$ cat config.mk
export PLATFORM = sky130hd
export DESIGN_NAME = console_regs
export DESIGN_NICKNAME = d
export VERILOG_FILES = /design/src/source/console_regs.sv
export SDC_FILE = /design/constraint.sdc
export NUM_CORES = 1
export LEC_CHECK = 0
export BUFFER_PORTS_ARGS = -buffer_cell sky130_fd_sc_hd__buf_4
export CAP_MARGIN = 20
export CORE_MARGIN = 2
export CORE_UTILIZATION = 43
export CTS_CLUSTER_DIAMETER = 120
export CTS_CLUSTER_SIZE = 14
export DETAILED_ROUTE_END_ITERATION = 8
export GPL_TIMING_DRIVEN = 0
export PLACE_DENSITY = 0.68
export RECOVER_POWER = 25
export SLEW_MARGIN = 20
export SYNTH_ARGS = -nofsm -noshare
export SYNTH_HDL_FRONTEND = slang
export SYNTH_SLANG_ARGS = --single-unit
$ cat constraint.sdc
create_clock -name clk -period 2.6 [get_ports clk]
set_input_delay 0.52 -clock clk [delete_from_list [all_inputs] [get_ports clk]]
set_output_delay 0.52 -clock clk [all_outputs]
set_load 0.01 [all_outputs]
$ cat src/source/console_regs.sv
`timescale 1ns/1ps
`default_nettype none

module console_regs (
  input  logic        clk,
  input  logic        rst,
  input  logic        con_wr,
  input  logic [7:0]  con_wr_byte,
  output logic [7:0]  con_data,
  output logic        con_valid,
  output logic [31:0] con_count
);

  // one pulse per accepted byte
  always_ff @(posedge clk) begin
    if (rst) begin
      con_valid <= 1'b0;
    end else begin
      con_valid <= con_wr;
    end
  end

  always_ff @(posedge clk) begin
    if (con_wr) begin
      con_data <= con_wr_byte;  // holds until the next byte
    end
  end

  // emitted-byte counter, served by the read engine
  always_ff @(posedge clk) begin
    if (rst) begin
      con_count <= 32'd0;
    end else if (con_wr) begin
      con_count <= con_count + 32'd1;
    end
  end

endmodule

`default_nettype wire

==> results of run 1 <==
-- layout make-up --
type                    instances  area share (%)
clock buffers                   5            2.95
flip-flops and latches         41            38.6
plain buffers                   9            1.82
well taps                      50            2.68
inverters                       5           0.805
multi-input cells             139            36.9
repair buffers                 51            15.5
clock inverters                 3           0.751
-- through the flow --
stage               instance area, sq um  utilization [%]  power (W)
floorplan                           1820                -   0.000711
global placement                    2270             56.3   0.000750
detailed placement                  2270             56.3   0.000752
CTS                                 2350             58.4    0.00116
global route                        2330             57.9    0.00120
finish                              2330             57.9    0.00114
-- registers in the layout, indices dropped and copies added (netlist names) --
signal,flops
con_count,32
con_data,8
con_valid,1
-- per-layer routing --
layer | track usage, % | wire length [microns] | share of wire [%] | vias to the layer above
li1 | - | - | - | 829
met1 | 25.4 | 2020 | 50 | 758
met2 | 26.5 | 1780 | 44 | 42
met3 | 6.14 | 217 | 5.3 | 5
met4 | 5.88 | 51 | 1.3 | 0
met5 | 0 | 0 | 0 | -
-- worst max path at each step --
stage                                    startpoint  cells past startpoint                    endpoint  slack [ns]
after detailed placement                     con_wr                      6  con_count[31]$_SDFFE_PP0P_        0.10
after global routing      con_count[0]$_SDFFE_PP0P_                      6  con_count[22]$_SDFFE_PP0P_        0.09
final                     con_count[0]$_SDFFE_PP0P_                      6  con_count[22]$_SDFFE_PP0P_        0.27
after CTS                 con_count[0]$_SDFFE_PP0P_                      6  con_count[22]$_SDFFE_PP0P_        0.24
after floorplan           con_count[0]$_SDFFE_PP0P_                      6  con_count[22]$_SDFFE_PP0P_        0.42
after global placement                       con_wr                      6  con_count[31]$_SDFFE_PP0P_        0.15
-- cell families (layout without fill, tap and decap cells) --
logic type,Yosys count,after routing,synth area share (%)
AND/OR/NAND/NOR,90,90,27.7
AO/OA/AOI/OAI,32,32,10.4
XOR/XNOR,10,10,4.80
multiplexers,6,6,3.64
flip-flops,41,41,49.4
adder cells (fa/ha/maj),1,1,0.686
buffers and inverters,14,73,3.36
-- cell usage in the layout (no fill, tap or decap), drive strengths merged --
cell type | netlist | final
a21oi | 16 | 16
and3 | 2 | 2
and4 | 1 | 1
buf | 3 | 40
clkbuf | 6 | 25
clkinv | 0 | 2
clkinvlp | 0 | 1
dfxtp | 33 | 33
edfxtp | 8 | 8
ha | 1 | 1
inv | 5 | 5
mux2 | 5 | 5
mux2i | 1 | 1
nand2 | 12 | 12
nand2b | 1 | 1
nand3 | 12 | 12
nand4 | 8 | 8
nor2 | 17 | 17
nor2b | 5 | 5
nor3 | 6 | 6
nor4 | 3 | 3
o21ai | 5 | 5
o31ai | 10 | 10
o41ai | 1 | 1
or2 | 1 | 1
or3 | 7 | 7
or3b | 1 | 1
or4 | 14 | 14
xnor2 | 6 | 6
xor2 | 4 | 4
-- critical path, delay by kind of cell, from the launching register on --
kind | cells | cell delay (ns)
multiplexers | 1 | 0.36
flip-flops | 1 | 0.45
AND/OR/NAND/NOR | 3 | 0.99
adder cells (fa/ha/maj) | 1 | 0.25
buffers and inverters | 1 | 0.17
-- power groups by stage --
stage	registers, W	clock network, W	logic (W)
final	0.000670	0.000413	0.0000619
after global routing	0.000673	0.000459	0.0000678
after detailed placement	0.000685	0	0.0000671
after global placement	0.000685	0	0.0000643
after floorplan	0.000692	0	0.0000186
after CTS	0.000671	0.000421	0.0000672
==> results.toml, run 1 <==
[timing]
final.setup_skew_ns = 0.00850
final.setup.tns_ns = 0
timing.fmax_mhz = 429
layout_setup_ws_ns = 0.269
max_slew.worst_pin.slew_ns = 0.502
relSlewSlack_pct = 66.5
slew_violations = 0
finalHoldViolCount = 0
min_period_over_period_pct = 89.7
rsz0062_at_grt = "false"
setup_viol = 0
fin_hold_ws_ns = 0.423
finalWorstPathRequiredPeriod_ns = 2.33

[clocking]
cts_made_buffers = 5
cts_hold_buf = 0
clk_path_buf_depth = 2
cts_resized = 0
clk_pin_slew_ns = 0.08
cts.repair_timing.setup_buffer_count = 0
htree_num_levels = 2
tritoncts = "built"
clock-root-buffer = "sky130_fd_sc_hd__clkbuf_8"
clock_latency_ns = 0.30
number_of_sinks_driven_by_the_clock_tree = 41

[synthesis]
synth.ff_latch_count = 41
seq_area_frac_synth_pct = 49.4
synth-main-ff-cell = "sky130_fd_sc_hd__dfxtp_1"
post_synth_instance_area_sq_um = 1820
syn-mean-instance-area_sq_um = 9.40
synth.area.top_cells = "sky130_fd_sc_hd__dfxtp_1 (36%), sky130_fd_sc_hd__edfxtp_1 (13%), sky130_fd_sc_hd__or4_1 (5.4%)"
synth_top_cell_area_share_pct = 36.2
synthTopCellsByCount = "sky130_fd_sc_hd__dfxtp_1 (33), sky130_fd_sc_hd__nor2_1 (17), sky130_fd_sc_hd__a21oi_1 (16)"
post-synth-top-count-cell = "sky130_fd_sc_hd__dfxtp_1"
synth_top_cell_by_area = "sky130_fd_sc_hd__dfxtp_1"
yosysWarningCount = 0
async_reset_ff_share_pct = 0
synth.net_count = 206
ys_types = 34
post_synth_inst_count = 194
synth_enable_flop_cells = 8

[setup_path]
crit_chain = "ha_1, nand4_1, or4_4, buf_6, nor4_1, mux2_1"
reg2reg_depth = 6
cp_slowest_cell = "sky130_fd_sc_hd__or4_4"
timing.setup.critical_path_class = "reg2reg"
critPathArrivalTime_ns = 2.51
cpPeakStageDelay_ns = 0.58
regToRegSetupSlack_ns = 0.27
r2r_path_end = "con_count[22]$_SDFFE_PP0P_"
critical_path.max_fanout = 10
crit-reg2reg-launch = "con_count[0]$_SDFFE_PP0P_"
start_kind = "flop"
worstPathRequired_ns = 2.78
setup.worst_path.end_class = "flop"

[outcome]
status = "finished, final reports clean"

[floorplanning]
fp.dieH_microns = 69.1
placement_rows = 23
die_width_microns = 69.1
ios = 52
die_area_sq_um = 4780
initial_utilization_pct = 45.2
coreArea_sq_um = 4030

[finish]
fin_nets = 264
layout.filler_cells = 396
flow.area_growth_from_synthesis_pct = 27.9
drive_above_1_share_pct = 24.9
multi_input_area_sq_um = 861
sequential_cell_area_sq_um = 901
post_layout_nonfiller_instances = 303
insertedDiodeCount = 0

[run]
max_cap_viol_count = 0

[detailed_routing]
wirelength_microns = 4070
drt_pre_antenna_iters = 4
routed_via_density = 5.39
route.detailed.wl_per_inst_microns = 13.4
antenna_left = 0
number_of_drc_markers_in_iteration_0 = 89
dr_total_vias = 1634
drc_errors = 0

[grt]
grt_pass1_vias = 1488
grtUsageTotal_pct = 18.2
grt_start_max_net_pins = 14
grt_pass1_wl_microns = 7050
overflow_left_after_global_routing = 0
antenna_found_initial = 0

[place]
dp_hpwl_microns = 2940
numPortBuffers = 51
placedCellCount = 295
dp_slack_ns = 0.104
place_congestion = 0.743

[power_and_ir_drop]
max-vdd-ir-drop_v = 0.000291
internal_power_w = 0.000877
power_frac_seq_pct = 58.6
switching_share_pct = 23.4
clock_power_share_pct = 36.0
power.density_cell_area_nw_per_um2 = 491
share_comb_of_total_power_pct = 5.4
total_net_switching_power_w = 0.000268
p_leak_nw = 0.835

[min_path]
worst_hold_path.endpoint = "con_data[1]$_DFFE_PP_"
holdCritStartpoint = "con_wr_byte[1]"
hold_path_depth = 1
hp-class = "in2reg"
Power figures use the tool's default switching activity.
==> run 2: changes to the inputs <==
- CORE_MARGIN: 2 -> 10
==> run 2 against run 1 <==
  * Sequential share of layout area is 0.77 points lower
  * Highest routed layer unchanged
  * Critical path depth stayed put
  * Hold slack worse by 0.0061 ns
  * Count of clock-buffer cells in the layout stayed put
  * Critical endpoint unchanged
  * Fmax is 3.0% lower
  * Die area is 52% higher
  * Via count is 0.37% lower
  * Clock power is 46% higher
  * Flip-flop and latch count stayed put
  * Combinational power hardly changed
==> results.toml, run 2 (synthesis gave the netlist of run 1 again) <==
[outcome]
status = "finished, final reports clean"

[finish]
drive_above_1_share_pct = 24.9
insertedDiodeCount = 0
fin_util_pct = 58.6
mostFrequentLayoutCells = "sky130_fd_sc_hd__buf_4 (37), sky130_fd_sc_hd__dfxtp_1 (33), sky130_fd_sc_hd__nor2_1 (17)"
layout.filler_cells = 376
fin_nets = 264
regMostFlops = "con_count"
final_cell_area_sq_um = 2380
layout_commonest_cell = "sky130_fd_sc_hd__buf_4"
flow.area_growth_from_synthesis_pct = 30.5
reg_top3 = "con_count: 32 flops, con_data: 8 flops, con_valid: 1 flops"
largest_reg_flops = 32

[place]
dp_slack_ns = 0.0991
place_congestion = 0.792
dpl-instance-area_sq_um = 2270
dp_hpwl_microns = 3320
numPortBuffers = 51

[timing]
slew_violations = 0
relSlewSlack_pct = 67.4
rsz0062_at_grt = "false"
final.setup_skew_ns = 0.00574
layout_setup_ws_ns = 0.195
max_slew.worst_pin.slew_ns = 0.490
final.setup.tns_ns = 0
min_period_over_period_pct = 92.5
setup_viol = 0
timing.fmax_mhz = 416
finalWorstPathRequiredPeriod_ns = 2.40
finalHoldViolCount = 0

[setup_path]
cp_slowest_cell = "sky130_fd_sc_hd__or4_4"
worstPathBufferInverterCount = 1
worstPathRequired_ns = 2.78
timing.setup.critical_path_class = "reg2reg"
regToRegSetupSlack_ns = 0.20
setup.worst_path.end_class = "flop"
cpPeakStageDelay_ns = 0.58
crit_chain = "ha_1, nand4_1, or4_4, buf_6, nor4_1, mux2_1"
critical_path.max_fanout = 10
r2r_path_end = "con_count[22]$_SDFFE_PP0P_"
reg2reg_depth = 6
family_with_the_most_delay_on_the_worst_path = "simple AND/OR/NAND/NOR gates"
start_kind = "flop"
crit-reg2reg-launch = "con_count[0]$_SDFFE_PP0P_"
critPathArrivalTime_ns = 2.59

[floorplanning]
coreArea_sq_um = 4060
fp.dieH_microns = 85.1
ios = 52
die_area_sq_um = 7240
placement_rows = 23
die_width_microns = 85.1
initial_utilization_pct = 44.9

[grt]
grt_pass1_wl_microns = 7600
grt_use_met3_pct = 4.88
met2_usage_pct = 19.3
grtUsageTotal_pct = 12.5
grt_busiest_layer = "met2"
grt_start_max_net_pins = 14
global_route.usage.met1_pct = 15.4
grt_pass1_vias = 1615
antenna_found_initial = 0
overflow_left_after_global_routing = 0

[clocking]
cts_hold_buf = 0
clock-root-buffer = "sky130_fd_sc_hd__clkbuf_8"
cts.repair_timing.setup_buffer_count = 0
cts_resized = 0
clock_latency_ns = 0.30
cts_made_buffers = 5
htree_num_levels = 2
tritoncts = "built"
clk_path_buf_depth = 2
clk_pin_slew_ns = 0.08
number_of_sinks_driven_by_the_clock_tree = 41

[min_path]
worst_hold_path.endpoint = "con_data[4]$_DFFE_PP_"
hp-class = "in2reg"
holdCritStartpoint = "con_wr_byte[4]"
hold_path_depth = 1

[detailed_routing]
drt_pre_antenna_iters = 4
routed_via_density = 5.37
wirelength_microns = 4450
antenna_left = 0
dr_total_vias = 1628
number_of_drc_markers_in_iteration_0 = 101
route.detailed.wl_per_inst_microns = 14.7
drc_errors = 0

[power_and_ir_drop]
power.density_cell_area_nw_per_um2 = 561
max-vdd-ir-drop_v = 0.000295
p_leak_nw = 0.859

[run]
max_cap_viol_count = 0
==> run 2: cell count changes in the layout (fill, tap and decap cells not counted) <==
cell,before,now
sky130_fd_sc_hd__bufinv_16,0,2
sky130_fd_sc_hd__clkinv_2,2,1
sky130_fd_sc_hd__clkinvlp_4,1,0
==> run 2: report_power, final <==
| group | total [W] | switching, W | leakage, nW | internal, W |
|---|---|---|---|---|
| Combinational | 0.0000618 | 0.0000327 | 0.446 | 0.0000292 |
| Sequential | 0.000671 | 0.00000886 | 0.345 | 0.000662 |
| Clock | 0.000602 | 0.000221 | 0.0681 | 0.000381 |
| Total | 0.00134 | 0.000262 | 0.859 | 0.00107 |
==> run 2: worst max-delay path by stage <==
| stage | start | end | slack (ns) | cells past startpoint |
|---|---|---|---|---|
| after floorplan | con_count[0]$_SDFFE_PP0P_ | con_count[22]$_SDFFE_PP0P_ | 0.42 | 6 |
| after global placement | con_wr | con_count[31]$_SDFFE_PP0P_ | 0.15 | 6 |
| after detailed placement | con_wr | con_count[31]$_SDFFE_PP0P_ | 0.1 | 6 |
| after CTS | con_count[0]$_SDFFE_PP0P_ | con_count[22]$_SDFFE_PP0P_ | 0.21 | 6 |
| after global routing | con_count[0]$_SDFFE_PP0P_ | con_count[22]$_SDFFE_PP0P_ | 0.09 | 6 |
| final | con_count[0]$_SDFFE_PP0P_ | con_count[22]$_SDFFE_PP0P_ | 0.20 | 6 |
==> run 2: cell type report <==
class / count / area (sq um) / share of cell area (%)
plain buffers: 9 / 42.5 / 1.79
clock buffers: 5 / 68.8 / 2.89
clock inverters: 3 / 65.1 / 2.73
inverters: 5 / 18.8 / 0.789
multi-input cells: 139 / 861 / 36.2
flip-flops and latches: 41 / 901 / 37.9
well taps: 50 / 62.6 / 2.63
repair buffers: 51 / 360 / 15.1
==> run 2: stage by stage <==
| step | cells | power, W | hold WS [ns] |
|---|---|---|---|
| 6_report | 303 | 0.00134 | 0.417 |
| 5_1_grt | 303 | 0.00139 | 0.402 |
| 4_1_cts | 303 | 0.00136 | 0.390 |
| 3_5_place_dp | 295 | 0.000753 | 0.493 |
| 3_3_place_gp | 295 | 0.000751 | 0.482 |
| 2_1_floorplan | 194 | 0.000711 | 0.504 |
==> run 2: worst register-to-register path: stages (launching register included) <==
cell	delay, ns
sky130_fd_sc_hd__dfxtp_1	0.48
sky130_fd_sc_hd__ha_1	0.27
sky130_fd_sc_hd__nand4_1	0.11
sky130_fd_sc_hd__or4_4	0.58
sky130_fd_sc_hd__buf_6	0.17
sky130_fd_sc_hd__nor4_1	0.34
sky130_fd_sc_hd__mux2_1	0.35
==> run 2: routing by layer <==
| metal | up-vias | routed length [microns] |
|---|---|---|
| li1 | 834 | - |
| met1 | 745 | 2140 |
| met2 | 43 | 1920 |
| met3 | 6 | 336 |
| met4 | 0 | 52 |
| met5 | - | 0 |
