===== src/include/axi_mem_params.svh =====
`ifndef AXI_MEM_PARAMS_SVH
`define AXI_MEM_PARAMS_SVH

// memory window
// word storage starts here and must be aligned to its own size
`define AXI_MEM_BASE 32'h8000_0000

// word index bits, 16 gives 64K words (256 KB)
`define AXI_MEM_AW 16

// console device
`define AXI_CON_DATA_ADDR 32'ha000_03f8   // write byte 0 to emit it
`define AXI_CON_COUNT_ADDR 32'ha000_03fc  // read bytes emitted since reset

`endif


===== src/source/axi_mem_pkg.sv =====
`default_nettype none

`include "axi_mem_params.svh"

package axi_mem_pkg;

  localparam logic [31:0] MEM_BASE = `AXI_MEM_BASE;

  typedef enum logic [1:0] {
    OKAY   = 2'b00,
    SLVERR = 2'b10
  } axi_resp_e;

  typedef enum logic [1:0] {
    RD_IDLE,
    RD_FETCH,  // address decoded, memory index presented
    RD_BEAT    // beat on r until r_ready
  } rd_state_e;

  typedef enum logic [1:0] {
    WR_ADDR,
    WR_DATA,
    WR_COMMIT,  // memory or console write happens here
    WR_RESP
  } wr_state_e;

  typedef enum logic [1:0] {
    REG_MEM,
    REG_CON_DATA,
    REG_CON_COUNT,
    REG_NONE
  } region_e;

  typedef struct packed {
    logic [31:0] addr;
    logic [7:0]  len;  // beats minus one
  } axi_ar_t;

  typedef struct packed {
    logic [31:0] data;
    axi_resp_e   resp;
    logic        last;
  } axi_r_t;

  typedef struct packed {
    logic [31:0] addr;
  } axi_aw_t;

  typedef struct packed {
    logic [31:0] data;
    logic [3:0]  strb;
  } axi_w_t;

  typedef struct packed {
    axi_resp_e resp;
  } axi_b_t;

  typedef struct packed {
    logic                   en;
    logic [`AXI_MEM_AW-1:0] idx;
    logic [31:0]            data;
    logic [3:0]             strb;
  } mem_wr_t;

  // shared by both engines
  function automatic region_e decode_region(input logic [31:0] addr);
    region_e region;
    if (addr[31:`AXI_MEM_AW+2] == MEM_BASE[31:`AXI_MEM_AW+2]) begin
      region = REG_MEM;
    end else if (addr == `AXI_CON_DATA_ADDR) begin
      region = REG_CON_DATA;
    end else if (addr == `AXI_CON_COUNT_ADDR) begin
      region = REG_CON_COUNT;
    end else begin
      region = REG_NONE;
    end
    return region;
  endfunction

endpackage

`default_nettype wire


===== src/source/axi_write_engine.sv =====
`timescale 1ns/1ps
`default_nettype none

`include "axi_mem_params.svh"

module axi_write_engine (
  input  logic                 clk,
  input  logic                 rst,
  input  axi_mem_pkg::axi_aw_t aw,
  input  logic                 aw_valid,
  output logic                 aw_ready,
  input  axi_mem_pkg::axi_w_t  w,
  input  logic                 w_valid,
  output logic                 w_ready,
  output axi_mem_pkg::axi_b_t  b,
  output logic                 b_valid,
  input  logic                 b_ready,
  output axi_mem_pkg::mem_wr_t mem_wr,
  output logic                 con_wr,
  output logic [7:0]           con_wr_byte
);

  axi_mem_pkg::wr_state_e state;
  axi_mem_pkg::wr_state_e state_next;
  axi_mem_pkg::region_e   commit_region;
  axi_mem_pkg::axi_resp_e resp_q;
  axi_mem_pkg::axi_w_t    w_q;
  logic [31:0]            aw_addr_q;
  logic                   commit;

  assign aw_ready = (state == axi_mem_pkg::WR_ADDR);
  assign w_ready  = (state == axi_mem_pkg::WR_DATA);
  assign b_valid  = (state == axi_mem_pkg::WR_RESP);
  assign commit   = (state == axi_mem_pkg::WR_COMMIT);
  assign b.resp   = resp_q;

  assign commit_region = axi_mem_pkg::decode_region(aw_addr_q);

  always_comb begin
    state_next = state;
    case (state)
      axi_mem_pkg::WR_ADDR: begin
        if (aw_valid) begin
          state_next = axi_mem_pkg::WR_DATA;
        end
      end
      axi_mem_pkg::WR_DATA: begin
        if (w_valid) begin
          state_next = axi_mem_pkg::WR_COMMIT;
        end
      end
      axi_mem_pkg::WR_COMMIT: begin
        state_next = axi_mem_pkg::WR_RESP;  // always one cycle
      end
      default: begin
        if (b_ready) begin
          state_next = axi_mem_pkg::WR_ADDR;
        end
      end
    endcase
  end

  always_ff @(posedge clk) begin
    if (rst) begin
      state <= axi_mem_pkg::WR_ADDR;
    end else begin
      state <= state_next;
    end
  end

  // request payload and response code
  always_ff @(posedge clk) begin
    if (aw_ready && aw_valid) begin
      aw_addr_q <= aw.addr;
    end
    if (w_ready && w_valid) begin
      w_q <= w;
    end
    if (commit) begin
      if (commit_region == axi_mem_pkg::REG_MEM ||
          commit_region == axi_mem_pkg::REG_CON_DATA) begin
        resp_q <= axi_mem_pkg::OKAY;
      end else begin
        resp_q <= axi_mem_pkg::SLVERR;  // count is read only
      end
    end
  end

  // memory write lands on the edge that leaves WR_COMMIT
  assign mem_wr.en   = commit && (commit_region == axi_mem_pkg::REG_MEM);
  assign mem_wr.idx  = aw_addr_q[`AXI_MEM_AW+1:2];
  assign mem_wr.data = w_q.data;
  assign mem_wr.strb = w_q.strb;

  // console takes byte 0 only when its lane is strobed
  assign con_wr      = commit && (commit_region == axi_mem_pkg::REG_CON_DATA) && w_q.strb[0];
  assign con_wr_byte = w_q.data[7:0];

endmodule

`default_nettype wire


===== config.mk =====
export PLATFORM = sky130hd
export DESIGN_NAME = axi_write_engine
export DESIGN_NICKNAME = d
export VERILOG_FILES = /design/src/source/axi_mem_pkg.sv /design/src/source/axi_write_engine.sv
export VERILOG_INCLUDE_DIRS = /design/src /design/src/include
export SDC_FILE = /design/constraint.sdc
export NUM_CORES = 1
export LEC_CHECK = 0
export ABC_AREA = 1
export BUFFER_PORTS_ARGS = -buffer_cell sky130_fd_sc_hd__buf_2
export CORE_UTILIZATION = 40
export DETAILED_ROUTE_END_ITERATION = 10
export PLACE_DENSITY = 0.8
export SYNTH_ARGS = -nofsm -noshare
export SYNTH_HDL_FRONTEND = slang
export SYNTH_SLANG_ARGS = --single-unit

===== constraint.sdc =====
create_clock -name clk -period 3.6 [get_ports clk]
set_clock_uncertainty 0.1 [all_clocks]
set_input_delay 0.72 -clock clk [delete_from_list [all_inputs] [get_ports clk]]
set_output_delay 0.72 -clock clk [all_outputs]
set_load 0.01 [all_outputs]

==> flow_summary.ini, run 1 <==
[sta]
max_freq_mhz = 436
tns_ns = 0
finalCritPeriodShare = 0.636
period_needed_ns = 2.29
slew_viol_final = 0
setup_slack_ns = 1.31
grt_setup_unrepaired = false
hold_violations = 0
setup_viol = 0
timing.hold.ws_ns = 0.451

[worst_hold_path]
holdPathEnd = mem_wr[2]
hold_class = in2reg
holdCritStartpoint = w[2]
min_delay_path_depth = 1

[clocking]
clk_path_buf_depth = 2
cts_buffers = 9
ctsHoldBuffers = 0
htreeDepth = 3
insertion_delay_ns = 0.34
clock_sinks = 71
post_cts_buffers = 0
cts_tree = done
cts.clk_slew.worst_paths_ns = 0.08
cts_resized = 0
clock-root-buffer = clkbuf_8

[place]
hpwlAfterDp_microns = 4070
port_buffers = 138
place_ws_ns = 1.67
dp_cells = 374
place.gp.congestion = 0.799

[worst_setup_path]
setup.worst_path.end_class = output port
startpoint_type = flop
reg2reg_slack_ns = 1.87
timing.rr.start = state[0]
critPathMaxFanout = 3
worstPathRequired_ns = 2.78
crit_type = reg2out
rr_endpoint = aw_addr_q[6]
worstPathArrival_ns = 1.47
worstRegToRegCells = 5

[detailed_routing]
drtAntennaViolNets = 0
avgViaCountPerCell = 4.46
num_vias = 1738
wirelength_microns = 5340
first_pass_iters = 7
drcViolationCount = 13
wl_per_cell_microns = 13.7
drt_iter0_markers = 89

[synth]
synth-seq-cells = 71
syn_nets = 260
yosysWarnings = 0
syn_inst = 182
synthAdderAreaFrac = 0.0233
synthMuxAreaShare = 0
synth.avg_cell_area_sq_um = 14.8
synth-compound-area-share = 0.00651
synth_cell_types = 14
synth_xor_area_frac = 0
synthSimpleGateAreaFrac = 0.0870
synthesis.area_sq_um = 2690
ys_seq_area_frac = 0.785
synth_top_family_by_area = buffers and inverters

[floorplanning]
die_h_microns = 84.0
core_sq_um = 6420
io_pins = 140
die_w_microns = 84.0
start_util = 0.419
floorplan.die_area_sq_um = 7050
std_cell_rows = 29

[global_routing]
grt_overflow = 0
grt_pass1_wl_microns = 8150
grt_antenna_before_repair = 0
grt_max_degree = 36
grt.total_usage = 0.161
grt_pass1_vias = 1789

[finish]
fill_cells = 536
syn_to_final_growth_pct = 29.9
postLayoutCoreUtil = 0.544
instances_no_fill = 390
layout-drive-gt1-share = 0.502
fin_nets = 386
antenna_cells = 0

[flow_run]
drv_cap = 0

[status]
failed_checks = DRC
outcome = finished with violations

[power_and_ir_drop]
leakage_nw = 1.55
cellPowerDensity_nw_per_um2 = 630
vdd_drop_max_uv = 353
area by class of cell:
type / count / area, sq um / area share
Multi-Input combinational cell: 67 / 318 / 0.0910
Tap cell: 77 / 96.3 / 0.0276
Timing Repair Buffer: 140 / 706 / 0.202
Clock inverter: 6 / 61.3 / 0.0176
Sequential cell: 71 / 2110 / 0.605
Clock buffer: 10 / 128 / 0.0365
Inverter: 19 / 71.3 / 0.0204
where the power goes:
group / internal, W / total, W / switching (W)
combinational: 0.000164 / 0.000441 / 0.000277
clock: 0.000318 / 0.000602 / 0.000285
sequential: 0.00110 / 0.00116 / 0.0000561
total: 0.00158 / 0.00220 / 0.000618
per-layer routing:
layer | wire length, microns | GRT usage | part of all wire
met5 | 0 | 0 | 0
met4 | 65 | 0.0987 | 0.012
met3 | 568 | 0.0682 | 0.11
met2 | 2800 | 0.291 | 0.52
met1 | 1910 | 0.148 | 0.36
state kept, by name, indices dropped and copies added (netlist names):
name	count
aw_addr_q	32
mem_wr	28
state	2
con_wr_byte	8
b	1
worst max-delay path, stage by stage, from the launching register on:
cell,delay [ns]
edfxtp_1,0.35
or2_1,0.25
nor2_2,0.16
nand2_1,0.11
nand3_1,0.09
nor2_1,0.05
buf_2,0.13
worst max path at each step:
stage,start,end,slack [ns],cells past startpoint
after floorplan,w_valid,con_wr_byte[0],1.64,2
after global placement,aw_addr_q[23],con_wr,1.66,6
after detailed placement,aw_addr_q[23],con_wr,1.67,6
after CTS,aw_addr_q[23],con_wr,1.28,6
after global routing,aw_addr_q[21],con_wr,1.12,7
final,aw_addr_q[23],con_wr,1.31,6
kinds of logic (layout without fill, tap and decap cells):
family	after synthesis	in the layout
buf+inv	44	175
simple gates	59	59
fa+ha+maj	5	5
compound gates	2	2
flops	71	71
other cells	1	1
synth_stat cells:
| master | n | area share |
|---|---|---|
| ha_1 | 5 | 0.023 |
| nand2_1 | 23 | 0.032 |
| nor2_1 | 29 | 0.040 |
| inv_1 | 19 | 0.027 |
| edfxtp_1 | 69 | 0.77 |
| nand3_1 | 4 | 0.0074 |
| o211ai_2 | 1 | 0.0047 |
| a21oi_1 | 1 | 0.0019 |
| nand4_1 | 1 | 0.0023 |
| conb_1 | 1 | 0.0014 |
| or2_1 | 1 | 0.0023 |
| dfxtp_1 | 2 | 0.015 |
| nor2_2 | 1 | 0.0023 |
| buf_4 | 25 | 0.070 |
metrics by stage:
step	power [W]	area [sq um]
finish	0.00220	3490
global route	0.00231	3490
detailed placement	0.00162	3300
floorplan	0.00148	2690
global placement	0.00160	3300
CTS	0.00223	3490
cells in the final DEF (no fill, tap or decap):
cell type	count
a21oi_1	1
buf_2	138
buf_4	2
bufinv_16	1
clkbuf_1	1
clkbuf_8	9
clkinv_2	3
clkinv_4	1
clkinvlp_4	1
conb_1	1
dfxtp_1	2
edfxtp_1	69
ha_1	5
inv_1	19
nand2_1	23
nand3_1	4
nand4_1	1
nor2_1	29
nor2_2	1
o211ai_2	1
or2_1	1
(Power assumes the default switching activity.)
==> inputs of run 2 (changes only) <==
==> constraint.sdc (replaced) <==
create_clock -name clk -period 2.24 [get_ports clk]
set_clock_uncertainty 0.1 [all_clocks]
set_input_delay 0.448 -clock clk [delete_from_list [all_inputs] [get_ports clk]]
set_output_delay 0.448 -clock clk [all_outputs]
set_load 0.01 [all_outputs]
==> run 2 against run 1 <==
  * The flow still finishes with violations (DRC)
  * Final area increased by 0.68%
  * Setup slack lost 1.1 ns
  * Cell count unchanged
  * Largest power group unchanged
  * Flip-flop and latch count is the same
  * Clock power up 66%
  * Register-to-register slack worse by 1.3 ns
  * Global-route usage increased by 0.061 points
  * Critical path type unchanged
  * Utilization increased by 0.37 points
==> flow_summary.ini, run 2 (synthesis gave the netlist of run 1 again) <==
[status]
outcome = finished with violations
failed_checks = DRC

[sta]
setup_viol = 0
slew_viol_final = 0
grt_setup_unrepaired = false
finalCritPeriodShare = 0.896
hold_violations = 0
tns_ns = 0
period_needed_ns = 2.01
max_freq_mhz = 498

[finish]
fin_nets = 386
fill_cells = 526
top_register = aw_addr_q
syn_to_final_growth_pct = 30.8
layout-drive-gt1-share = 0.505
final_cell_mix = buf_2 (138), edfxtp_1 (69), nor2_1 (28), nand2_1 (23), inv_1 (19)
mostFrequentLayoutCell = buf_2
largest_reg_flops = 32
antenna_cells = 0

[detailed_routing]
first_pass_iters = 7
drcViolationCount = 12
drtAntennaViolNets = 0
wirelength_microns = 5340
avgViaCountPerCell = 4.41
wl_per_cell_microns = 13.7
num_vias = 1720
drt_iter0_markers = 80

[worst_setup_path]
timing.rr.start = state[1]
worstPathRequired_ns = 1.69
worstRegToRegCells = 5
startpoint_type = flop
rr_endpoint = mem_wr[31]
critPathMaxFanout = 3
reg2reg_slack_ns = 0.56
worstPathArrival_ns = 1.46
crit_type = reg2out
setup.worst_path.end_class = output port

[clocking]
htreeDepth = 3
clk_path_buf_depth = 2
insertion_delay_ns = 0.34
cts_resized = 0
clock_sinks = 71
cts_tree = done
cts.clk_slew.worst_paths_ns = 0.08
cts_buffers = 9
clock-root-buffer = clkbuf_8
ctsHoldBuffers = 0
post_cts_buffers = 0

[floorplanning]
start_util = 0.419
die_w_microns = 84.0
std_cell_rows = 29
die_h_microns = 84.0
core_sq_um = 6420
io_pins = 140
floorplan.die_area_sq_um = 7050

[global_routing]
grt_overflow = 0
grt_pass1_wl_microns = 8180
grt_antenna_before_repair = 0
grt_max_degree = 36
grt.total_usage = 0.162
grt_pass1_vias = 1808

[place]
place.gp.congestion = 0.800
hpwlAfterDp_microns = 4070
port_buffers = 138

[worst_hold_path]
holdPathEnd = con_wr_byte[6]
holdCritStartpoint = w[10]
hold_class = in2reg
min_delay_path_depth = 1

[power_and_ir_drop]
vdd_drop_max_uv = 596
cellPowerDensity_nw_per_um2 = 1020
leakage_nw = 1.55
total_power_w = 0.00359

[flow_run]
drv_cap = 0
## run 2: per-layer routing
| metal | global-route usage | up-vias | wire [microns] | share of wire |
|---|---|---|---|---|
| li1 | - | 838 | - | - |
| met3 | 0.0514 | 11 | 486 | 0.091 |
| met5 | 0 | - | 0 | 0 |
| met1 | 0.153 | 768 | 1960 | 0.37 |
| met2 | 0.300 | 103 | 2770 | 0.52 |
| met4 | 0.0987 | 0 | 121 | 0.023 |
## run 2: worst max-delay path by stage
stage | slack (ns) | start | end | depth (start not counted)
after floorplan | 0.32 | state[1] | con_wr_byte[0] | 4
after global placement | 0.58 | aw_addr_q[23] | con_wr | 6
after detailed placement | 0.58 | aw_addr_q[23] | con_wr | 6
after CTS | 0.18 | aw_addr_q[23] | con_wr | 6
after global routing | 0.02 | aw_addr_q[2] | con_wr | 8
final | 0.23 | aw_addr_q[23] | con_wr | 6
## run 2: stage by stage
step / setup WS, ns / hold slack [ns] / util / cell area, sq um / instances
floorplan: 0.318 / 0.447 / - / 2690 / 182
global placement: 0.575 / 0.500 / 0.516 / 3320 / 374
global route: 0.0198 / 0.155 / 0.547 / 3520 / 390
finish: 0.233 / 0.176 / 0.547 / 3520 / 390
detailed placement: 0.579 / 0.524 / 0.516 / 3320 / 374
CTS: 0.182 / 0.151 / 0.547 / 3510 / 390
## run 2: layout make-up
| cell class | count | area [sq um] | area share |
|---|---|---|---|
| Sequential cell | 71 | 2110 | 0.601 |
| Timing Repair Buffer | 140 | 718 | 0.204 |
| Multi-Input combinational cell | 67 | 320 | 0.0911 |
| Clock buffer | 10 | 128 | 0.0363 |
| Tap cell | 77 | 96.3 | 0.0274 |
| Inverter | 19 | 71.3 | 0.0203 |
| Clock inverter | 6 | 70.1 | 0.0199 |
## run 2: worst max-delay path, cell delays in order (launching register included)
cell and delay (ns):
edfxtp_1 0.35, or2_1 0.24, nor2_2 0.15, nand2_1 0.11
nand3_1 0.09, nor2_1 0.05, buf_2 0.13
## run 2: report_power, final
group / switching [W] / internal, W / leakage, nW / total (W)
Clock: 0.000482 / 0.000520 / 0.0891 / 0.00100
Sequential: 0.0000899 / 0.00177 / 0.654 / 0.00186
Combinational: 0.000453 / 0.000278 / 0.803 / 0.000731
Total: 0.00103 / 0.00256 / 1.55 / 0.00359
