File: src/include/axi_mem_params.svh
`ifndef AXI_MEM_PARAMS_SVH
`define AXI_MEM_PARAMS_SVH

// memory window
// word storage starts here and must be aligned to its own size
`define AXI_MEM_BASE 32'h8000_0000

// word index bits, 16 gives 64K words (256 KB)
`define AXI_MEM_AW 16

// console device
`define AXI_CON_DATA_ADDR 32'ha000_03f8   // write byte 0 to emit it
`define AXI_CON_COUNT_ADDR 32'ha000_03fc  // read bytes emitted since reset

`endif

File: src/source/axi_mem_pkg.sv
`default_nettype none

`include "axi_mem_params.svh"

package axi_mem_pkg;

  localparam logic [31:0] MEM_BASE = `AXI_MEM_BASE;

  typedef enum logic [1:0] {
    OKAY   = 2'b00,
    SLVERR = 2'b10
  } axi_resp_e;

  typedef enum logic [1:0] {
    RD_IDLE,
    RD_FETCH,  // address decoded, memory index presented
    RD_BEAT    // beat on r until r_ready
  } rd_state_e;

  typedef enum logic [1:0] {
    WR_ADDR,
    WR_DATA,
    WR_COMMIT,  // memory or console write happens here
    WR_RESP
  } wr_state_e;

  typedef enum logic [1:0] {
    REG_MEM,
    REG_CON_DATA,
    REG_CON_COUNT,
    REG_NONE
  } region_e;

  typedef struct packed {
    logic [31:0] addr;
    logic [7:0]  len;  // beats minus one
  } axi_ar_t;

  typedef struct packed {
    logic [31:0] data;
    axi_resp_e   resp;
    logic        last;
  } axi_r_t;

  typedef struct packed {
    logic [31:0] addr;
  } axi_aw_t;

  typedef struct packed {
    logic [31:0] data;
    logic [3:0]  strb;
  } axi_w_t;

  typedef struct packed {
    axi_resp_e resp;
  } axi_b_t;

  typedef struct packed {
    logic                   en;
    logic [`AXI_MEM_AW-1:0] idx;
    logic [31:0]            data;
    logic [3:0]             strb;
  } mem_wr_t;

  // shared by both engines
  function automatic region_e decode_region(input logic [31:0] addr);
    region_e region;
    if (addr[31:`AXI_MEM_AW+2] == MEM_BASE[31:`AXI_MEM_AW+2]) begin
      region = REG_MEM;
    end else if (addr == `AXI_CON_DATA_ADDR) begin
      region = REG_CON_DATA;
    end else if (addr == `AXI_CON_COUNT_ADDR) begin
      region = REG_CON_COUNT;
    end else begin
      region = REG_NONE;
    end
    return region;
  endfunction

endpackage

`default_nettype wire

File: src/source/axi_read_engine.sv
`timescale 1ns/1ps
`default_nettype none

`include "axi_mem_params.svh"

module axi_read_engine (
  input  logic                   clk,
  input  logic                   rst,
  input  axi_mem_pkg::axi_ar_t   ar,
  input  logic                   ar_valid,
  output logic                   ar_ready,
  output axi_mem_pkg::axi_r_t    r,
  output logic                   r_valid,
  input  logic                   r_ready,
  output logic [`AXI_MEM_AW-1:0] mem_idx,
  input  logic [31:0]            mem_data,
  input  logic [31:0]            con_count
);

  axi_mem_pkg::rd_state_e state;
  axi_mem_pkg::rd_state_e state_next;
  axi_mem_pkg::region_e   cur_region;  // region of the beat in flight
  logic [31:0]            cur_addr;
  logic [7:0]             remaining;   // beats left after this one

  assign ar_ready = (state == axi_mem_pkg::RD_IDLE);
  assign r_valid  = (state == axi_mem_pkg::RD_BEAT);
  assign mem_idx  = cur_addr[`AXI_MEM_AW+1:2];  // held through RD_BEAT

  always_comb begin
    state_next = state;
    case (state)
      axi_mem_pkg::RD_IDLE: begin
        if (ar_valid) begin
          state_next = axi_mem_pkg::RD_FETCH;
        end
      end
      axi_mem_pkg::RD_FETCH: begin
        state_next = axi_mem_pkg::RD_BEAT;  // memory read takes this cycle
      end
      axi_mem_pkg::RD_BEAT: begin
        if (r_ready) begin
          state_next = r.last ? axi_mem_pkg::RD_IDLE : axi_mem_pkg::RD_FETCH;
        end
      end
      default: begin
        state_next = axi_mem_pkg::RD_IDLE;
      end
    endcase
  end

  always_ff @(posedge clk) begin
    if (rst) begin
      state <= axi_mem_pkg::RD_IDLE;
    end else begin
      state <= state_next;
    end
  end

  // burst address and count
  always_ff @(posedge clk) begin
    if (ar_ready && ar_valid) begin
      cur_addr  <= ar.addr;
      remaining <= ar.len;
    end else if (r_valid && r_ready && !r.last) begin
      cur_addr  <= cur_addr + 32'd4;  // INCR only
      remaining <= remaining - 8'd1;
    end
    if (state == axi_mem_pkg::RD_FETCH) begin
      cur_region <= axi_mem_pkg::decode_region(cur_addr);
    end
  end

  // beat payload from the decoded region
  always_comb begin
    r.last = (remaining == 8'd0);
    case (cur_region)
      axi_mem_pkg::REG_MEM: begin
        r.data = mem_data;
        r.resp = axi_mem_pkg::OKAY;
      end
      axi_mem_pkg::REG_CON_COUNT: begin
        r.data = con_count;
        r.resp = axi_mem_pkg::OKAY;
      end
      default: begin
        r.data = 32'd0;  // console data is write only
        r.resp = axi_mem_pkg::SLVERR;
      end
    endcase
  end

endmodule

`default_nettype wire

File: config.mk
export PLATFORM = sky130hd
export DESIGN_NAME = axi_read_engine
export DESIGN_NICKNAME = d
export VERILOG_FILES = /design/src/source/axi_mem_pkg.sv /design/src/source/axi_read_engine.sv
export VERILOG_INCLUDE_DIRS = /design/src /design/src/include
export SDC_FILE = /design/constraint.sdc
export NUM_CORES = 1
export LEC_CHECK = 0
export BUFFER_PORTS_ARGS = -buffer_cell sky130_fd_sc_hd__buf_4
export CORE_ASPECT_RATIO = 0.7
export CORE_MARGIN = 8
export CORE_UTILIZATION = 30
export CTS_CLUSTER_DIAMETER = 40
export DETAILED_ROUTE_END_ITERATION = 16
export SLEW_MARGIN = 10
export SYNTH_ARGS = -nofsm -noshare
export SYNTH_HDL_FRONTEND = slang
export SYNTH_SLANG_ARGS = --single-unit
File: constraint.sdc
create_clock -name clk -period 7 [get_ports clk]
set_input_delay 1.75 -clock clk [delete_from_list [all_inputs] [get_ports clk]]
set_output_delay 1.75 -clock clk [all_outputs]
set_load 0.02 [all_outputs]
==> results.cfg, run 1 <==
[clock_network]
cts_tree = yes
clock-root-buffer = clkbuf_16
cts_resized = 0
clk_path_buf_depth = 2
clock_sinks = 44
postCtsSetupBuffers = 0
cts_made_buffers = 5
clk_pin_slew_ps = 70
ctsHtreeMaxLevel = 2
clk_latency_ps = 290
cts_hold_buf = 0

[logic_synthesis]
netlist_area_sq_mm = 0.00323
synthFlopType = edfxtp_1
muxShareOfSynthArea_pct = 9.92
yosysTopAreaCellShare_pct = 39.1
synthesis.nets = 471
synthTopCellsByArea = edfxtp_1 39%, mux2i_1 9.9%, nor2_1 6.7%, o21ai_0 4.3%, nand2_1 4.1%
synth_cell_types = 41
synthAdderAreaFrac_pct = 1.16
yosys.area_share.simple_pct = 24.3
ys_seq_area_share_pct = 40.3
ys_warn_count = 0
synth_compound_area_share_pct = 10.8
synth_xor_area_share_pct = 4.88
synth_seq_cells = 44
yosys.area.top_type = edfxtp_1
synth.avg_cell_area_sq_um = 8.97
synth_edf_count = 42
synth_top_family_by_area = simple AND/OR/NAND/NOR gates
synthCells = 360
async_flop_share_pct = 0

[critical_path]
worstSetupPathType = primary input to output port
crit_slowest_cell = buf_4
path_cells = buf_4, mux2i_1, nor2_1, buf_4
critPathLaunchType = primary input
cpPeakStageDelay_ps = 210
cp_max_fo = 1
critPathCaptureType = output port
crit_top_cell = buf_4
cp.required_ps = 5250
arrival_ps = 2270

[global_route]
first_global_vias = 3179
gr-usage-all-layers_pct = 14.2
grt-ovfl-total = 0
grt_first_pass_wirelength_mm = 16.6
antenna_found_initial = 0
grt_max_degree = 43

[power]
p_total_w = 0.000851
cellLeakagePower_nw = 1.99
powerDensity_mw_per_mm2 = 187
peakVddDrop_uv = 99.3

[place]
place_congestion = 0.752
io_buffers = 159
dp_hpwl_mm = 8.35

[floorplan]
start_util_pct = 31.1
dieArea_sq_mm = 0.0144
coreArea_sq_mm = 0.0104
dieWidth_microns = 140
die_h_microns = 103
io_pins = 161
fp-row-count = 31

[drt]
dr_wl_met2_mm = 5.20
wl_met1_mm = 4.66
dr.pass1.iters = 4
routed_wl_mm = 10.8
route.detailed.drc = 0
antenna_left = 0
drt_iter0_drc = 195
avgRoutedWirePerCell_microns = 17.3
num_vias = 3142
route.met3.wl_microns = 780
top_layer_used = met4
viasPerCell = 5.04

[layout]
final_layout_size_suffix_gt1_share_pct = 36.0
syn_to_final_growth_pct = 40.6
diodes = 0
final_cell_mix = 162 x buf_4, 58 x nor2_1, 42 x edfxtp_1
layout_commonest_cell = buf_4
final_nets = 601

[sta]
skew_ps = 10.0
setup_viol = 0
relSlewSlack_pct = 28.4
finalHoldViolCount = 0
max_freq_mhz = 249
min_period_ps = 4020
rsz0062_at_grt = no
slew_violations = 0
tns_ps = 0
fin_crit_sh_pct = 57.4
worst_pin_slew_ps = 1070

[outcome]
status = complete, no violations

[flow_run]
max-cap-violations = 0

[min_path]
hold_class = flop to flop
[cells by family after synthesis]
kind of cell    after synthesis
simple gates                156
compound gates               60
xor+xnor                     18
other cells                   1
flops                        44
mux                          32
fa+ha+maj                     3
buf+inv                      46
[cell usage after synthesis (all sizes together), types with 2 or more instances]
| master | number |
|---|---|
| or3 | 9 |
| nor4 | 2 |
| edfxtp | 42 |
| o31ai | 8 |
| buf | 26 |
| o21ai | 28 |
| and4 | 6 |
| mux2i | 32 |
| or4 | 8 |
| nand2 | 36 |
| a31oi | 16 |
| a21oi | 5 |
| and2 | 3 |
| xnor2 | 4 |
| nand4 | 12 |
| and3 | 4 |
| inv | 6 |
| xor2 | 14 |
| clkbuf | 13 |
| nor3 | 5 |
| nand3 | 9 |
| nor4b | 2 |
| dfxtp | 2 |
| ha | 3 |
| nor2 | 58 |
[where the power goes]
| part | leakage, nW | switching [W] | internal [W] | total [W] |
|---|---|---|---|---|
| registers | 0.415 | 0.0000387 | 0.000332 | 0.000371 |
| logic | 1.50 | 0.000104 | 0.0000997 | 0.000204 |
| clock network | 0.0804 | 0.000106 | 0.000170 | 0.000276 |
[per-stage QoR]
step	instances	hold WS, ps	cell area [sq um]	util (%)	setup WS [ps]
after floorplan	360	454	3230	-	725
after global placement	615	486	4370	42.0	2950
after detailed placement	615	504	4370	42.0	2980
after CTS	623	513	4540	43.7	2980
after global routing	623	554	4540	43.7	2930
final	623	515	4540	43.7	2980
[layer usage]
| metal | vias up | track usage (%) |
|---|---|---|
| li1 | 1563 | - |
| met1 | 1452 | 18.3 |
| met2 | 117 | 23.4 |
| met3 | 10 | 3.89 |
| met4 | 0 | 2.99 |
| met5 | - | 0 |
[final timing paths]
kind                         startpoint               endpoint  slack, ps  cells after the start
setup / recovery          con_count[25]                  r[28]       2980                      4
hold reg to reg   state[0]$_SDFFE_PP0P_  state[0]$_SDFFE_PP0P_        520                      1
setup reg to reg  state[0]$_SDFFE_PP0P_  cur_addr[8]$_DFFE_PP_       4500                      6
hold / removal    state[0]$_SDFFE_PP0P_  state[0]$_SDFFE_PP0P_        520                      1
[critical path, delay by kind of cell]
family	cells	cell delay (ps)
multiplexers	1	140
AND/OR/NAND/NOR	1	60
buffers and inverters	2	320
[cell type report]
class	count	area, sq um
well taps	132	165
fillers	1041	5850
inverters	7	26.3
clock buffers	5	125
clock inverters	3	46.3
multi-input cells	270	1660
repair buffers	162	1220
flip-flops and latches	44	1300
[flip-flops by register name, summed over array words and instances (netlist names)]
| name | flops |
|---|---|
| state | 2 |
| remaining | 8 |
| cur_addr | 32 |
| cur_region | 2 |
No activity file was read; power rests on OpenSTA's default activity.
==> inputs of run 2 (changes only) <==
- clock period: 7 -> 4 ns (I/O delays scaled with it)
==> run 2 against run 1 <==
Cell area rose by 0.66%. Non-clock buffer count rose by 1. Sequential share of layout area down 0.19 points. Worst hold slack improved by 19 ps. Count of clock-buffer cells in the layout increased by 2. Highest routed layer unchanged. Core utilization rose by 0.29 points. First-iteration DRC count up 18%. Die area stayed put. Critical path depth is the same. Sequential power is 75% higher. Clock skew is 1.8 ps higher.
==> results.cfg, run 2 (synthesized netlist as in run 1, its figures left out) <==
[outcome]
status = complete, no violations

[drt]
viasPerCell = 4.96
route.met3.wl_microns = 755
route.detailed.drc = 0
avgRoutedWirePerCell_microns = 17.0
routed_wl_mm = 10.6
drt_iter0_drc = 230
dr.pass1.iters = 5
num_vias = 3097
top_layer_used = met4
antenna_left = 0
dr_wl_met2_mm = 4.88
wl_met1_mm = 4.89

[clock_network]
postCtsSetupBuffers = 0
cts_made_buffers = 5
clock-root-buffer = clkbuf_16
clk_pin_slew_ps = 60
cts_hold_buf = 0
clk_latency_ps = 290
clock_sinks = 44
cts_resized = 0
ctsHtreeMaxLevel = 2
cts_tree = yes
clk_path_buf_depth = 2

[global_route]
grt-ovfl-total = 0
grt_max_degree = 42
grt_first_pass_wirelength_mm = 15.7
first_global_vias = 3032
gr-usage-all-layers_pct = 13.7
antenna_found_initial = 0

[critical_path]
crit_top_cell = nor3_1
cp.required_ps = 3000
worstRegToRegCells = 6
cp_max_fo = 4
critPathCaptureType = output port
path_cells = nor3_1, nand3b_1, nor3_1, buf_4
crit_family = simple AND/OR/NAND/NOR gates
crit_cells = 4
cpPeakStageDelay_ps = 450
cp_num_buf_inv = 1
worstSetupPathType = flop to output port
crit_slowest_cell = edfxtp_1
critPathLaunchType = flop
arrival_ps = 1890

[sta]
min_period_ps = 2890
tns_ps = 0
max_freq_mhz = 346
fin_crit_sh_pct = 72.3
relSlewSlack_pct = 26.1
slew_violations = 0
setup_viol = 0
rsz0062_at_grt = no
skew_ps = 11.8
finalHoldViolCount = 0
worst_pin_slew_ps = 1110

[flow_run]
max-cap-violations = 0

[layout]
largest_reg_flops = 32
final_cell_mix = 163 x buf_4, 58 x nor2_1, 42 x edfxtp_1
syn_to_final_growth_pct = 41.5
regMostFlops = cur_addr
final_layout_size_suffix_gt1_share_pct = 36.2
top_regs = cur_addr (32), remaining (8)
final_nets = 602
diodes = 0
layout_commonest_cell = buf_4
fin_util_pct = 44.0

[floorplan]
io_pins = 161
dieArea_sq_mm = 0.0144
coreArea_sq_mm = 0.0104
fp-row-count = 31
dieWidth_microns = 140
die_h_microns = 103
start_util_pct = 31.1

[place]
dp_hpwl_mm = 8.23
place_congestion = 0.772
io_buffers = 159

[power]
peakVddDrop_uv = 271
cellLeakagePower_nw = 2.01
powerDensity_mw_per_mm2 = 333

[min_path]
holdPathStages = 2
hold_class = flop to flop
[run 2: cell types whose count changed in the layout (fill, tap and decap cells not counted), sizes merged]
cell / delta
clkinvlp: -1
buf: +1
inv: -1
clkbuf: +2
[run 2: layout make-up]
class | instances | area, sq um
Clock inverter | 1 | 30.0
Clock buffer | 7 | 153
Tap cell | 132 | 165
Multi-Input combinational cell | 270 | 1670
Sequential cell | 44 | 1300
Fill cell | 1010 | 5820
Timing Repair Buffer | 163 | 1220
Inverter | 7 | 26.3
[run 2: worst min-delay path, cell delays in order (launching register included)]
cell      delay, ps
dfxtp_1         330
o311ai_0         90
a211oi_1         70
[run 2: where the power goes]
group / internal [W] / switching (W) / leakage (nW)
combinational: 0.000177 / 0.000188 / 1.50
clock: 0.000329 / 0.000177 / 0.0901
sequential: 0.000582 / 0.0000673 / 0.415
total: 0.00109 / 0.000433 / 2.01
[run 2: layer usage]
layer  vias up  track usage (%)
met3         6             3.93
met1      1420             18.4
met4         0             2.49
met5         -                0
li1       1560                -
met2       111             21.5
[run 2: path summary, 6_finish.rpt]
kind / slack [ps] / end / startpoint
max reg2reg: 1640 / cur_addr[12]$_DFFE_PP_ / remaining[0]$_DFFE_PP_
min reg2reg: 530 / state[0]$_SDFFE_PP0P_ / state[1]$_SDFFE_PP0P_
min: 530 / state[0]$_SDFFE_PP0P_ / state[1]$_SDFFE_PP0P_
max: 1110 / r[0] / remaining[2]$_DFFE_PP_
[run 2: through the flow]
step / instances / total power (W) / hold slack (ps) / setup slack, ps / cell area, sq um
final: 624 / 0.00152 / 534 / 1110 / 4570
after global placement: 616 / 0.00101 / 527 / 1380 / 4390
after global routing: 624 / 0.00159 / 564 / 954 / 4570
after CTS: 624 / 0.00153 / 539 / 1110 / 4570
after detailed placement: 616 / 0.00102 / 535 / 1370 / 4390
after floorplan: 360 / 0.000865 / 470 / 284 / 3240
==> inputs of run 3 (changes only) <==
- ABC_AREA: unset -> 1
- clock period: 4 -> 2.35 ns (I/O delays scaled with it)
==> run 3 against run 2 <==
Sequential cell count unchanged. Clock skew decreased by 5.8 ps. Cell area increased by 8.3%. Highest routed layer unchanged. Wire length increased by 24%. Final cell count increased by 31%. Largest cell class unchanged. Power increased by 68%. Core utilization decreased by 1.5 points. Setup slack got worse by 960 ps.
==> results.cfg, run 3 <==
[logic_synthesis]
synth_edf_count = 42
synthCells = 523
ys_warn_count = 0
yosysMostFrequentCell = nand2_1
netlist_area_sq_mm = 0.00356
ys_seq_area_share_pct = 36.6
yosys.area.top_type = edfxtp_1
synthFlopType = edfxtp_1
synthTopCellsByArea = edfxtp_1 35%, nand2_1 16%, nand3_1 10%, inv_1 7.7%, o21ai_0 7.2%
yosysTopAreaCellShare_pct = 35.5
synth_seq_cells = 44
synth_cell_types = 30
synth.avg_cell_area_sq_um = 6.80
async_flop_share_pct = 0
synth_commonest_cells = 150 x nand2_1, 73 x inv_1, 73 x nand3_1
synthesis.nets = 634

[power]
peakVddDrop_uv = 284
powerDensity_mw_per_mm2 = 517
cellLeakagePower_nw = 2.43

[outcome]
status = complete, no violations

[drt]
avgRoutedWirePerCell_microns = 16.1
antenna_left = 0
viasPerCell = 4.65
dr.pass1.iters = 5
routed_wl_mm = 13.1
route.detailed.drc = 0
drt_iter0_drc = 220
num_vias = 3803

[floorplan]
dieArea_sq_mm = 0.0156
start_util_pct = 30.5
io_pins = 161
fp-row-count = 33
coreArea_sq_mm = 0.0116
dieWidth_microns = 146
die_h_microns = 107

[clock_network]
clk_latency_ps = 290
cts_tree = yes
cts_hold_buf = 0
clk_path_buf_depth = 2
ctsHtreeMaxLevel = 2
clock_sinks = 44
cts_made_buffers = 5
clk_pin_slew_ps = 70
clock-root-buffer = clkbuf_16

[critical_path]
cp.required_ps = 1760
cp_max_fo = 32
critPathLaunchType = flop
worstSetupPathType = flop to output port
arrival_ps = 1610
reg2reg_from = remaining[0]$_DFFE_PP_
critPathCaptureType = output port
startpoint = cur_region[0]$_SDFFCE_PN0N_

[sta]
skew_ps = 6.04
tns_ps = 0
max_freq_mhz = 455
fin_crit_sh_pct = 93.5
min_period_ps = 2200
finalHoldViolCount = 0
setup_viol = 0
slew_violations = 0
rsz0062_at_grt = no

[layout]
nFillCells = 1230
diodes = 0
seq_area_sq_mm = 0.00130
final_layout_size_suffix_gt1_share_pct = 29.4
final_cell_mix = 163 x buf_4, 150 x nand2_1, 73 x inv_1, 73 x nand3_1, 51 x o21ai_0
fin_area_sq_mm = 0.00495
syn_to_final_growth_pct = 39.2
layout_commonest_cell = buf_4
multi_input_area_sq_mm = 0.00176
top_regs = cur_addr (32), remaining (8)
largest_reg_flops = 32
regMostFlops = cur_addr
final_nets = 770

[place]
dpl-instance-area_sq_mm = 0.00480
io_buffers = 159
dp_hpwl_mm = 10.9
place_congestion = 1.08

[global_route]
use_met1_pct = 22.1
antenna_found_initial = 0
gr-usage-all-layers_pct = 16.3
grt_max_degree = 35
grt_first_pass_wirelength_mm = 20.6
first_global_vias = 3744
grt_util_met3_pct = 4.50
grt-ovfl-total = 0
gr-usage-met2_pct = 25.6
grt_most_used_layer = met2

[min_path]
hold_class = primary input to flop
min_from = rst

[flow_run]
max-cap-violations = 0
[run 3: changes by cell type in the layout (fill, tap and decap cells not counted), sizes merged, moves of 8 or more]
cell / delta
xor2: -8
o21ai: +23
inv: +68
or3: -9
mux2i: -32
o31ai: -8
a31oi: -15
or4: -8
nand4: -10
nand2: +120
nand3: +64
[run 3: what timing repair did]
item | CTS | global route
gates resized for setup | 0 | 1
setup endpoints to repair | 0 | 2
buffers inserted | 0 | 0
[run 3: path summary, 6_finish.rpt]
kind                             to  slack (ps)  cells past startpoint
max                            r[6]         150                      5
max reg2reg  cur_addr[15]$_DFFE_PP_         490                      8
min           state[0]$_SDFFE_PP0P_         480                      2
min reg2reg   state[1]$_SDFFE_PP0P_         520                      2
[run 3: area by class of cell]
type / count / area share (%)
multi-input cells: 369 / 35.6
well taps: 157 / 3.97
clock buffers: 6 / 2.81
flip-flops and latches: 44 / 26.3
repair buffers: 165 / 25.5
clock inverters: 2 / 0.202
inverters: 74 / 5.61
[run 3: logic make-up after synthesis]
family | synth area share (%)
AND/OR/NAND/NOR | 37.3
buffers and inverters | 14.0
AO/OA/AOI/OAI | 8.48
flip-flops | 36.6
XOR/XNOR | 2.46
adder cells (fa/ha/maj) | 1.06
other | 0.105
[run 3: metal layers]
layer | wire, microns | part of all wire [%] | vias to the layer above
met5 | 0 | 0 | -
met4 | 178 | 1.4 | 0
met3 | 1120 | 8.5 | 12
met2 | 5540 | 42 | 174
met1 | 6280 | 48 | 1701
li1 | - | - | 1916
[run 3: critical path, cell delays in order, from the launching register on]
cell	delay (ps)
edfxtp_1	420
inv_1	80
buf_4	300
nand3_1	200
o21ai_0	140
buf_4	180
[run 3: per-stage QoR]
| stage | utilization (%) | hold WS (ps) | cells | setup WS (ps) | total power [W] |
|---|---|---|---|---|---|
| 3_5_place_dp | 41.2 | 510 | 809 | 413 | 0.00185 |
| 2_1_floorplan | - | 472 | 523 | 110 | 0.00154 |
| 6_report | 42.5 | 476 | 817 | 153 | 0.00256 |
| 4_1_cts | 42.5 | 469 | 817 | 102 | 0.00258 |
| 3_3_place_gp | 41.2 | 493 | 809 | 502 | 0.00184 |
| 5_1_grt | 42.5 | 465 | 817 | 13.8 | 0.00269 |
[run 3: power breakdown]
part	total [W]	switching (W)	internal, W
clock network	0.000724	0.000304	0.000420
logic	0.000739	0.000414	0.000325
registers	0.00109	0.0000987	0.000995
total	0.00256	0.000816	0.00174
